**src/core_bus_pkg.sv**
```systemverilog
// single word-wide bus, four-phase req/ack; byte enables and error responses not supported
package core_bus_pkg;

   // held stable by the requester while req is high
   typedef struct packed {
      logic [31:0] addr;
      logic [31:0] wdata;
      logic        we;
   } bus_req_t;

   // rdata valid only while ack is high
   typedef struct packed {
      logic [31:0] rdata;
   } bus_rsp_t;

   typedef enum logic {
      m_fetch,
      m_data
   } master_e;

endpackage

```
**src/rv_isa_pkg.sv**
```systemverilog
// RV32I subset only (no byte/half access, CSR, fence); opcode values follow the base ISA map
package rv_isa_pkg;

   // major opcodes of the supported subset
   typedef enum logic [6:0] {
      opc_op     = 7'b0110011,
      opc_op_imm = 7'b0010011,
      opc_load   = 7'b0000011,
      opc_store  = 7'b0100011,
      opc_branch = 7'b1100011,
      opc_lui    = 7'b0110111,
      opc_auipc  = 7'b0010111,
      opc_jal    = 7'b1101111,
      opc_jalr   = 7'b1100111
   } opcode_e;

   typedef enum logic [3:0] {
      alu_add, alu_sub, alu_and, alu_or, alu_xor,
      alu_slt, alu_sltu, alu_sll, alu_srl, alu_sra
   } alu_op_e;

   typedef enum logic [2:0] {
      imm_i, imm_s, imm_b, imm_u, imm_j
   } imm_fmt_e;

   // what lands in rd
   typedef enum logic [1:0] {
      res_alu, res_mem, res_pc4, res_upper
   } result_src_e;

   typedef struct packed {
      opcode_e     opcode;
      alu_op_e     alu_op;
      imm_fmt_e    imm_fmt;
      result_src_e result_src;
      logic        alu_src_imm;  // operand b from immediate
      logic        reg_write;
      logic        is_branch;
      logic        is_jal;
      logic        is_jalr;
      logic        is_lui;       // lui vs auipc for the upper result
      logic [2:0]  funct3;       // branch condition
   } ctrl_t;

endpackage

```
**src/mem_arbiter.sv**
```systemverilog
// two masters, data before fetch when both wait; grant held until the owner's ack falls
`timescale 1ns/1ps

module mem_arbiter (
   input  logic                   clk,
   input  logic                   rst,
   input  logic                   f_req,
   input  core_bus_pkg::bus_req_t f_out,
   output logic                   f_ack,
   output core_bus_pkg::bus_rsp_t f_in,
   input  logic                   d_req,
   input  core_bus_pkg::bus_req_t d_out,
   output logic                   d_ack,
   output core_bus_pkg::bus_rsp_t d_in,
   output logic                   mem_req,
   output core_bus_pkg::bus_req_t mem_out,
   input  logic                   mem_ack,
   input  core_bus_pkg::bus_rsp_t mem_in
);
   import core_bus_pkg::*;

   typedef enum logic [1:0] {arb_idle, arb_busy_fetch, arb_busy_data} arb_state_e;

   arb_state_e state;
   master_e    sel;

   assign sel = (state == arb_busy_data) ? m_data : m_fetch;

   always_ff @(posedge clk) begin
      if (rst) begin
         state <= arb_idle;
      end else begin
         case (state)
            arb_idle: begin
               if (d_req)
                  state <= arb_busy_data;
               else if (f_req)
                  state <= arb_busy_fetch;
            end
            arb_busy_fetch: if (!f_req && !mem_ack) state <= arb_idle;
            arb_busy_data:  if (!d_req && !mem_ack) state <= arb_idle;
            default:        state <= arb_idle;
         endcase
      end
   end

   // only the owner sees the memory, the other one just waits
   assign mem_req = (state != arb_idle) && ((sel == m_data) ? d_req : f_req);
   assign mem_out = (sel == m_data) ? d_out : f_out;
   assign f_ack   = (state == arb_busy_fetch) && mem_ack;
   assign d_ack   = (state == arb_busy_data) && mem_ack;
   assign f_in    = (state == arb_busy_fetch) ? mem_in : '0;
   assign d_in    = (state == arb_busy_data) ? mem_in : '0;

endmodule

```
**src/rv_alu.sv**
```systemverilog
// 32-bit integer ALU; shift amount taken from b[4:0] only, flags always compare a and b
`timescale 1ns/1ps

module rv_alu (
   input  logic [31:0]         a,
   input  logic [31:0]         b,
   input  rv_isa_pkg::alu_op_e op,
   output logic [31:0]         y,
   output logic                zero,
   output logic                lt,
   output logic                ltu
);
   import rv_isa_pkg::*;

   always_comb begin
      case (op)
         alu_add:  y = a + b;
         alu_sub:  y = a - b;
         alu_and:  y = a & b;
         alu_or:   y = a | b;
         alu_xor:  y = a ^ b;
         alu_slt:  y = {31'd0, lt};
         alu_sltu: y = {31'd0, ltu};
         alu_sll:  y = a << b[4:0];
         alu_srl:  y = a >> b[4:0];
         alu_sra:  y = $signed(a) >>> b[4:0];
         default:  y = a + b;  // unused encodings
      endcase
   end

   // branch flags
   assign zero = (y == 32'd0);
   assign lt   = $signed(a) < $signed(b);
   assign ltu  = a < b;

endmodule

```
**src/rv_core_top.sv**
```systemverilog
// RV32I subset core with one shared four-phase memory port; memory lives outside
`timescale 1ns/1ps

module rv_core_top #(
   parameter logic [31:0] reset_pc = 32'h0
) (
   input  logic                   clk,
   input  logic                   rst,
   output logic                   mem_req,
   output core_bus_pkg::bus_req_t mem_out,
   input  logic                   mem_ack,
   input  core_bus_pkg::bus_rsp_t mem_in
);
   import rv_isa_pkg::*;
   import core_bus_pkg::*;

   ctrl_t       ctrl;
   logic [31:0] inst, pc, alu_y, rd2, load_data;
   logic        inst_valid, step, lsu_busy, load_done;
   logic        f_req, f_ack, d_req, d_ack;
   bus_req_t    f_out, d_out;
   bus_rsp_t    f_in, d_in;

   rv_decoder i_decoder (.inst(inst), .ctrl(ctrl));

   rv_datapath #(.reset_pc(reset_pc)) i_datapath (
      .clk(clk), .rst(rst), .inst(inst), .inst_valid(inst_valid), .ctrl(ctrl),
      .lsu_busy(lsu_busy), .load_data(load_data), .load_done(load_done),
      .pc(pc), .alu_y(alu_y), .rd2(rd2), .step(step)
   );

   rv_fetch #(.reset_pc(reset_pc)) i_fetch (
      .clk(clk), .rst(rst), .pc(pc), .step(step), .inst(inst), .inst_valid(inst_valid),
      .f_req(f_req), .f_out(f_out), .f_ack(f_ack), .f_in(f_in)
   );

   rv_lsu i_lsu (
      .clk(clk), .rst(rst), .ctrl(ctrl), .inst_valid(inst_valid), .addr(alu_y),
      .wdata(rd2), .busy(lsu_busy), .load_done(load_done), .load_data(load_data),
      .d_req(d_req), .d_out(d_out), .d_ack(d_ack), .d_in(d_in)
   );

   mem_arbiter i_arbiter (
      .clk(clk), .rst(rst),
      .f_req(f_req), .f_out(f_out), .f_ack(f_ack), .f_in(f_in),
      .d_req(d_req), .d_out(d_out), .d_ack(d_ack), .d_in(d_in),
      .mem_req(mem_req), .mem_out(mem_out), .mem_ack(mem_ack), .mem_in(mem_in)
   );

endmodule

```
**src/rv_datapath.sv**
```systemverilog
// one instruction per step; no forwarding needed since regfile writes land at the step edge
`timescale 1ns/1ps

module rv_datapath #(
   parameter logic [31:0] reset_pc = 32'h0
) (
   input  logic              clk,
   input  logic              rst,
   input  logic [31:0]       inst,
   input  logic              inst_valid,
   input  rv_isa_pkg::ctrl_t ctrl,
   input  logic              lsu_busy,
   input  logic [31:0]       load_data,
   input  logic              load_done,
   output logic [31:0]       pc,
   output logic [31:0]       alu_y,
   output logic [31:0]       rd2,
   output logic              step
);
   import rv_isa_pkg::*;

   typedef enum logic {exec_e, load_wait_e} dp_state_e;

   dp_state_e   state;
   logic [31:0] imm;
   logic [31:0] rd1;
   logic [31:0] src_b;
   logic [31:0] pc_plus4;
   logic [31:0] pc_plus_imm;
   logic [31:0] upper;
   logic [31:0] result;
   logic [31:0] pc_next;
   logic        zero, lt, ltu;
   logic        take_branch;
   logic        is_load;

   always_comb begin
      case (ctrl.imm_fmt)
         imm_s:   imm = {{20{inst[31]}}, inst[31:25], inst[11:7]};
         imm_b:   imm = {{19{inst[31]}}, inst[31], inst[7], inst[30:25], inst[11:8], 1'b0};
         imm_u:   imm = {inst[31:12], 12'd0};
         imm_j:   imm = {{11{inst[31]}}, inst[31], inst[19:12], inst[20], inst[30:21], 1'b0};
         default: imm = {{20{inst[31]}}, inst[31:20]};
      endcase
   end

   assign src_b = ctrl.alu_src_imm ? imm : rd2;

   rv_regfile i_regfile (
      .clk(clk), .rst(rst),
      .we(step && ctrl.reg_write),  // commit only
      .ra1(inst[19:15]), .ra2(inst[24:20]), .wa(inst[11:7]),
      .wd(result),
      .rd1(rd1), .rd2(rd2)
   );

   rv_alu i_alu (
      .a(rd1), .b(src_b), .op(ctrl.alu_op),
      .y(alu_y), .zero(zero), .lt(lt), .ltu(ltu)
   );

   always_comb begin
      case (ctrl.funct3)
         3'b000:  take_branch = zero;   // beq
         3'b001:  take_branch = !zero;  // bne
         3'b100:  take_branch = lt;
         3'b101:  take_branch = !lt;
         3'b110:  take_branch = ltu;
         3'b111:  take_branch = !ltu;
         default: take_branch = 1'b0;
      endcase
   end

   assign pc_plus4    = pc + 32'd4;
   assign pc_plus_imm = pc + imm;
   assign upper       = ctrl.is_lui ? imm : pc_plus_imm;  // lui or auipc

   always_comb begin
      if (ctrl.is_jalr)
         pc_next = {alu_y[31:1], 1'b0};
      else if (ctrl.is_jal || (ctrl.is_branch && take_branch))
         pc_next = pc_plus_imm;
      else
         pc_next = pc_plus4;
   end

   always_comb begin
      case (ctrl.result_src)
         res_mem:   result = load_data;
         res_pc4:   result = pc_plus4;
         res_upper: result = upper;
         default:   result = alu_y;
      endcase
   end

   // loads commit only with load_done, everything else once the LSU lets go
   assign is_load = (ctrl.opcode == opc_load);
   assign step    = (state == load_wait_e) ? load_done : (inst_valid && !lsu_busy && !is_load);

   always_ff @(posedge clk) begin
      if (rst) begin
         pc    <= reset_pc;
         state <= exec_e;
      end else begin
         if (step)
            pc <= pc_next;
         case (state)
            exec_e:      if (inst_valid && is_load) state <= load_wait_e;
            load_wait_e: if (load_done) state <= exec_e;
            default:     state <= exec_e;
         endcase
      end
   end

endmodule

```
**src/rv_decoder.sv**
```systemverilog
// unknown opcodes decode to a no-op without register write; load/store funct3 is not checked
`timescale 1ns/1ps

module rv_decoder (
   input  logic [31:0]       inst,
   output rv_isa_pkg::ctrl_t ctrl
);
   import rv_isa_pkg::*;

   logic [2:0] f3;
   logic       alt;  // funct7 bit 5

   assign f3  = inst[14:12];
   assign alt = inst[30];

   function automatic alu_op_e alu_from_funct(input logic [2:0] funct3, input logic sub_sra);
      case (funct3)
         3'b000:  return sub_sra ? alu_sub : alu_add;
         3'b001:  return alu_sll;
         3'b010:  return alu_slt;
         3'b011:  return alu_sltu;
         3'b100:  return alu_xor;
         3'b101:  return sub_sra ? alu_sra : alu_srl;
         3'b110:  return alu_or;
         default: return alu_and;
      endcase
   endfunction

   always_comb begin
      ctrl            = '0;
      ctrl.opcode     = opcode_e'(inst[6:0]);
      ctrl.alu_op     = alu_add;
      ctrl.imm_fmt    = imm_i;
      ctrl.result_src = res_alu;
      ctrl.funct3     = f3;
      case (inst[6:0])
         opc_op: begin
            ctrl.alu_op    = alu_from_funct(f3, alt);
            ctrl.reg_write = 1'b1;
         end
         opc_op_imm: begin
            ctrl.alu_op      = alu_from_funct(f3, alt && (f3 == 3'b101));  // no subi
            ctrl.alu_src_imm = 1'b1;
            ctrl.reg_write   = 1'b1;
         end
         opc_load: begin
            ctrl.alu_src_imm = 1'b1;
            ctrl.reg_write   = 1'b1;
            ctrl.result_src  = res_mem;
         end
         opc_store: begin
            ctrl.alu_src_imm = 1'b1;
            ctrl.imm_fmt     = imm_s;
         end
         opc_branch: begin
            ctrl.alu_op    = alu_sub;  // flags compare rs1 and rs2
            ctrl.imm_fmt   = imm_b;
            ctrl.is_branch = 1'b1;
         end
         opc_lui, opc_auipc: begin
            ctrl.imm_fmt    = imm_u;
            ctrl.result_src = res_upper;
            ctrl.reg_write  = 1'b1;
            ctrl.is_lui     = (inst[6:0] == opc_lui);
         end
         opc_jal: begin
            ctrl.imm_fmt    = imm_j;
            ctrl.result_src = res_pc4;
            ctrl.reg_write  = 1'b1;
            ctrl.is_jal     = 1'b1;
         end
         opc_jalr: begin
            ctrl.alu_src_imm = 1'b1;
            ctrl.result_src  = res_pc4;
            ctrl.reg_write   = 1'b1;
            ctrl.is_jalr     = 1'b1;
         end
         default: ctrl.opcode = opc_op_imm;  // acts like addi x0 with no write
      endcase
   end

endmodule

```
**src/rv_fetch.sv**
```systemverilog
// word-aligned pc assumed; holds the current word plus one sequential prefetch, no branch prediction
`timescale 1ns/1ps

module rv_fetch #(
   parameter logic [31:0] reset_pc = 32'h0
) (
   input  logic                   clk,
   input  logic                   rst,
   input  logic [31:0]            pc,
   input  logic                   step,
   output logic [31:0]            inst,
   output logic                   inst_valid,
   output logic                   f_req,
   output core_bus_pkg::bus_req_t f_out,
   input  logic                   f_ack,
   input  core_bus_pkg::bus_rsp_t f_in
);
   typedef enum logic [1:0] {fs_idle, fs_req, fs_wait_low} fetch_state_e;

   fetch_state_e state;
   logic [31:0]  cur_addr, cur_data;
   logic [31:0]  pf_addr, pf_data;
   logic [31:0]  req_addr;
   logic         cur_valid, pf_valid;

   assign inst       = cur_data;
   assign inst_valid = cur_valid && (cur_addr == pc);  // stale word after a redirect
   assign f_req      = (state == fs_req);
   assign f_out      = '{addr: req_addr, wdata: 32'd0, we: 1'b0};

   always_ff @(posedge clk) begin
      if (rst) begin
         state     <= fs_idle;
         cur_valid <= 1'b0;
         pf_valid  <= 1'b0;
         cur_addr  <= reset_pc;
         req_addr  <= reset_pc;
      end else begin
         if (step) begin
            cur_valid <= pf_valid;  // prefetched word moves up
            cur_addr  <= pf_addr;
            cur_data  <= pf_data;
            pf_valid  <= 1'b0;
         end
         case (state)
            fs_idle: begin
               if (!step && !inst_valid) begin
                  req_addr <= pc;
                  state    <= fs_req;
               end else if (!step && !pf_valid) begin
                  req_addr <= cur_addr + 32'd4;  // sequential prefetch
                  state    <= fs_req;
               end
            end
            fs_req: begin
               if (f_ack) begin
                  if (inst_valid && !step) begin
                     pf_valid <= 1'b1;
                     pf_addr  <= req_addr;
                     pf_data  <= f_in.rdata;
                  end else begin
                     cur_valid <= 1'b1;  // overrides the step shift above
                     cur_addr  <= req_addr;
                     cur_data  <= f_in.rdata;
                  end
                  state <= fs_wait_low;
               end
            end
            fs_wait_low: if (!f_ack) state <= fs_idle;
            default:     state <= fs_idle;
         endcase
      end
   end

endmodule

```
**src/rv_lsu.sv**
```systemverilog
// word-only lw/sw, address taken as is (no alignment check); one access per instruction
`timescale 1ns/1ps

module rv_lsu (
   input  logic                   clk,
   input  logic                   rst,
   input  rv_isa_pkg::ctrl_t      ctrl,
   input  logic                   inst_valid,
   input  logic [31:0]            addr,
   input  logic [31:0]            wdata,
   output logic                   busy,
   output logic                   load_done,
   output logic [31:0]            load_data,
   output logic                   d_req,
   output core_bus_pkg::bus_req_t d_out,
   input  logic                   d_ack,
   input  core_bus_pkg::bus_rsp_t d_in
);
   import rv_isa_pkg::*;

   typedef enum logic [1:0] {ls_idle, ls_req, ls_wait_low, ls_done} lsu_state_e;

   lsu_state_e state;
   logic       is_store;
   logic       is_mem;

   assign is_store = (ctrl.opcode == opc_store);
   assign is_mem   = inst_valid && ((ctrl.opcode == opc_load) || is_store);

   // ls_done lasts one cycle, the core steps there so the access is not repeated
   assign busy      = (state == ls_idle) ? is_mem : (state != ls_done);
   assign load_done = (state == ls_done) && !is_store;
   assign d_req     = (state == ls_req);
   assign d_out     = '{addr: addr, wdata: wdata, we: is_store};  // pc frozen, so stable

   always_ff @(posedge clk) begin
      if (rst) begin
         state <= ls_idle;
      end else begin
         case (state)
            ls_idle: if (is_mem) state <= ls_req;
            ls_req: begin
               if (d_ack) begin
                  if (!is_store)
                     load_data <= d_in.rdata;
                  state <= ls_wait_low;
               end
            end
            ls_wait_low: if (!d_ack) state <= ls_done;
            default:     state <= ls_idle;  // ls_done
         endcase
      end
   end

endmodule

```
**src/rv_regfile.sv**
```systemverilog
// 32 x 32 registers, reads combinational, one write per clock; x0 is never written
`timescale 1ns/1ps

module rv_regfile (
   input  logic        clk,
   input  logic        rst,
   input  logic        we,
   input  logic [4:0]  ra1,
   input  logic [4:0]  ra2,
   input  logic [4:0]  wa,
   input  logic [31:0] wd,
   output logic [31:0] rd1,
   output logic [31:0] rd2
);
   logic [31:0] regs [32];

   always_ff @(posedge clk) begin
      if (rst) begin
         for (int k = 0; k < 32; k++) begin
            regs[k] <= 32'd0;
         end
      end else if (we && (wa != 5'd0)) begin
         regs[wa] <= wd;
      end
   end

   assign rd1 = regs[ra1];  // regs[0] stays zero
   assign rd2 = regs[ra2];

endmodule

```
**config.mk**
```make
export PLATFORM = sky130hd
export DESIGN_NAME = rv_core_top
export DESIGN_NICKNAME = d
export VERILOG_FILES = /design/src/core_bus_pkg.sv /design/src/rv_isa_pkg.sv /design/src/mem_arbiter.sv /design/src/rv_alu.sv /design/src/rv_core_top.sv /design/src/rv_datapath.sv /design/src/rv_decoder.sv /design/src/rv_fetch.sv /design/src/rv_lsu.sv /design/src/rv_regfile.sv
export SDC_FILE = /design/constraint.sdc
export NUM_CORES = 2
export LEC_CHECK = 0
export ABC_AREA = 1
export BUFFER_PORTS_ARGS = -buffer_cell sky130_fd_sc_hd__buf_2
export CORE_MARGIN = 2
export CORE_UTILIZATION = 40
export DETAILED_ROUTE_END_ITERATION = 16
export GPL_ROUTABILITY_DRIVEN = 1
export SYNTH_ARGS = -nofsm -noshare
export SYNTH_HDL_FRONTEND = slang
export SYNTH_SLANG_ARGS = --single-unit
```
**constraint.sdc**
```tcl
create_clock -name clk -period 21.5 [get_ports clk]
set_input_delay 1.075 -clock clk [delete_from_list [all_inputs] [get_ports clk]]
set_output_delay 1.075 -clock clk [all_outputs]
set_load 0.05 [all_outputs]
```
==> results.md <==
* Port buffer count at 100
* Final hold violation count at 0
* Initial Util at 40.2%
* Total GRT Usage at 35.8%
* Grt ovf at 0
* Post-synth ARST share at 0%
* Peak supply drop at 0.000196 V
* CTS sink cnt at 1267
* Slew headroom at 14.9%
* Worst slack at placement at 11.78 ns
* Critical Path Slowest Stage Cell: buf_4
* Clock Latency Late Sink at 0.86 ns
* Post-CTS setup repair buffer count at 0
* Synth Area in Compound Gates at 14.5%
* Max-cap viol count at 0
* Crit. End Element: output port
* Yosys cell types at 73
* Worst hold-check path type: flop to flop
* CP max FO at 74
* Dpl cells at 13300
* Simple-Gate Fraction of Synth Area at 27.2%
* Final WL at 387000 um
* Non-filler instance count after layout at 13600
* Vias in the first global route at 77100
* Crit path DAT at 9.45 ns
* Post-route ant nets at 0
* Worst path required time at 20.43 ns
* DR vias at 81900
* Syn. warnings at 0
* Area delta synth->final at 8.78%
* Minimum clock period at 10.52 ns
* DRT Pass-1 Iters at 8
* Post-synthesis mux area share at 0%
* TNS Setup at 0 ns
* DR WL/cell at 28.5 um
* Crit Path Category: flop to output port
* CORE AREA at 204000 um2
* Post-route setup slack at 10.98 ns
* Routability cong. at 0.996
* Slew Limit Fails at 0
* Post-CTS sizing at 0
* Top-Level Pins at 101
* Largest net degree at the start of global routing at 204
* Clk root buf: clkbuf_16
* Global-route wire length before repair at 547000 um
* Synth Area per Inst at 7.39 um2
* TritonCTS Buffers at 151
* Post-synthesis sequential area ratio at 44.9%
* Mapped cell area at 82200 um2
* Worst Tran Pin Value at 1.28 ns
* CTS tree: yes
* H-Tree Depth at 4
* Antenna violations before repair at 11
* RSZ-0062 raised after global routing: no
* Worst setup SP type: flop
* Post-synthesis xor/xnor area fraction at 1.08%
* Final period util at 48.9%
* Reg clk slew, reported paths at 0.06 ns
* Clock skew at 0.0441 ns
* Clock buffer depth at 3
* Max incr delay on CP at 0.86 ns
* Vias per cell at 6.03
* Std cell rows at 166
* Main synth FF type: edfxtp_1
* Hold Worst Slack at 0.459 ns
* Post-Syn Instances at 11100
* Highest Clock Rate at 95.0 MHz
* Final setup violating endpoints at 0
* #FFs+latches synth at 1267
* Fraction of layout instances using a drive strength above 1 at 6.60%
* DIE HEIGHT at 457 um
* Status: finished, final reports clean
* Total Nets Final at 10900
* Static leakage at 38.2 nW
* Largest family of logic cells by synthesized area: simple AND/OR/NAND/NOR gates
* DRC Markers at 0
* CP dominant cell by count: nand2_1
* Adder-cell share of the synthesized area at 2.11%
* P per Cell Area at 144 nW/um2
* DRT iter0 DRCs at 11300
* Die Area at 209000 um2
* # hold bufs at CTS at 0
* Die width at 457 um
* Final HPWL DP at 245000 um
* Post-synth EDFFs at 1152
## cells in the final DEF, fill, tap and decap left out, types with 10 or more instances in the layout
cell type  netlist  final
a311oi_1        12     11
dfxtp_1        115    106
nand2_2          9     56
or2_1           10     10
o21ai_0        878    876
ha_1           134    134
nand4_1         35     35
a21oi_1        872    869
buf_4           45    194
o21ai_1         62     62
conb_1           1     32
or2_2           24     24
nor2_2          16     19
a211oi_4         0     13
nand3_1       1394   1394
xnor2_1         14     14
nand2_1       2370   2321
nor3_1          47     46
clkinv_1         6     28
inv_1         1228   1223
inv_2           21     17
nand3_2         17     17
buf_12           1     10
clkbuf_1       553     40
o211ai_1       161    161
nor4_1          20     18
o221ai_1        22     22
xor2_1          87     87
edfxtp_1      1152   1152
clkbuf_16        0    152
o2111ai_1       11     11
nor2_1        1372   1368
o22ai_1         31     31
buf_2          166     99
a22oi_1         22     22
clkinv_2         0     24
a31oi_1         19     19
o21a_1          11     10
## state kept, by name, indices dropped and copies added, names as in the netlist, named ones only
name,count
i_datapath.i_regfile.regs,1024
i_datapath.pc,32
i_fetch.cur_valid,1
i_fetch.cur_addr,32
i_fetch.pf_data,32
i_fetch.pf_valid,1
i_fetch.pf_addr,32
i_fetch.inst,32
i_arbiter.state,2
i_lsu.load_data,32
i_fetch.req_addr,32
i_fetch.state,2
i_datapath.state,1
i_lsu.state,2
## critical path: cells and delay by family, from the launching register on
| kind | cells | cell delay [ns] |
|---|---|---|
| buf+inv | 8 | 3.62 |
| simple gates | 16 | 2.19 |
| xor+xnor | 1 | 0.27 |
| compound gates | 4 | 1.54 |
| flops | 1 | 0.37 |
| fa+ha+maj | 2 | 0.46 |
## stage by stage
stage / util (%) / area (um2) / total power [mW]
after floorplan: - / 82300 / 6.84
after global placement: 41.4 / 84700 / 10.1
after detailed placement: 41.4 / 84700 / 10.1
after CTS: 43.8 / 89400 / 12.6
after global routing: 43.8 / 89400 / 13.3
final: 43.8 / 89400 / 12.9
## cell families after synthesis
group | Yosys count
adder cells (fa/ha/maj) | 137
AND/OR/NAND/NOR | 5340
AO/OA/AOI/OAI | 2178
flip-flops | 1267
XOR/XNOR | 101
buffers and inverters | 2100
other | 1
## routing by layer
metal | vias up | track usage [%] | part of all wire, %
met5 | - | 0 | 0.020
met2 | 5470 | 53.8 | 43
met4 | 10 | 24.7 | 8.0
met3 | 1104 | 8.65 | 12
li1 | 36200 | - | -
met1 | 39100 | 45.5 | 37
## synth_stat cells (all sizes together) (32+ instances only)
cell	number	area (um2)
nand4	36	231
a21oi	872	4360
xor2	87	762
nor3	51	275
nor2	1389	5260
ha	134	1680
o21ai	942	4730
buf	291	1620
dfxtp	115	2300
nand2	2385	9020
edfxtp	1152	34600
nand3	1414	7200
or2	34	213
o22ai	32	206
o211ai	161	1210
inv	1250	4690
clkbuf	553	2080
## worst paths after layout
path / startpoint / to / slack [ns] / cells past startpoint
worst max-delay path: flop / mem_out[33] / 10.98 / 31
worst min-delay path: i_fetch.req_addr[17]$_SDFFE_PP0P_ / i_fetch.pf_addr[17]$_DFFE_PP_ / 0.46 / 0
worst max register to register: flop / i_datapath.pc[1]$_SDFFE_PP0P_ / 11.31 / 42
worst min register to register: i_fetch.req_addr[17]$_SDFFE_PP0P_ / i_fetch.pf_addr[17]$_DFFE_PP_ / 0.46 / 0
## report_power, final
part | switching, mW | internal (mW)
clock network | 1.13 | 1.40
logic | 6.02 | 1.44
registers | 0.102 | 2.80
## layout make-up
type | count | area, um2
fillers | 20500 | 115000
multi-input cells | 7788 | 37500
flip-flops and latches | 1267 | 36900
inverters | 1256 | 4760
clock buffers | 194 | 3980
well taps | 2688 | 3360
repair buffers | 303 | 2150
clock inverters | 73 | 742
diodes | 5 | 12.5
Power figures use the tool's default switching activity.
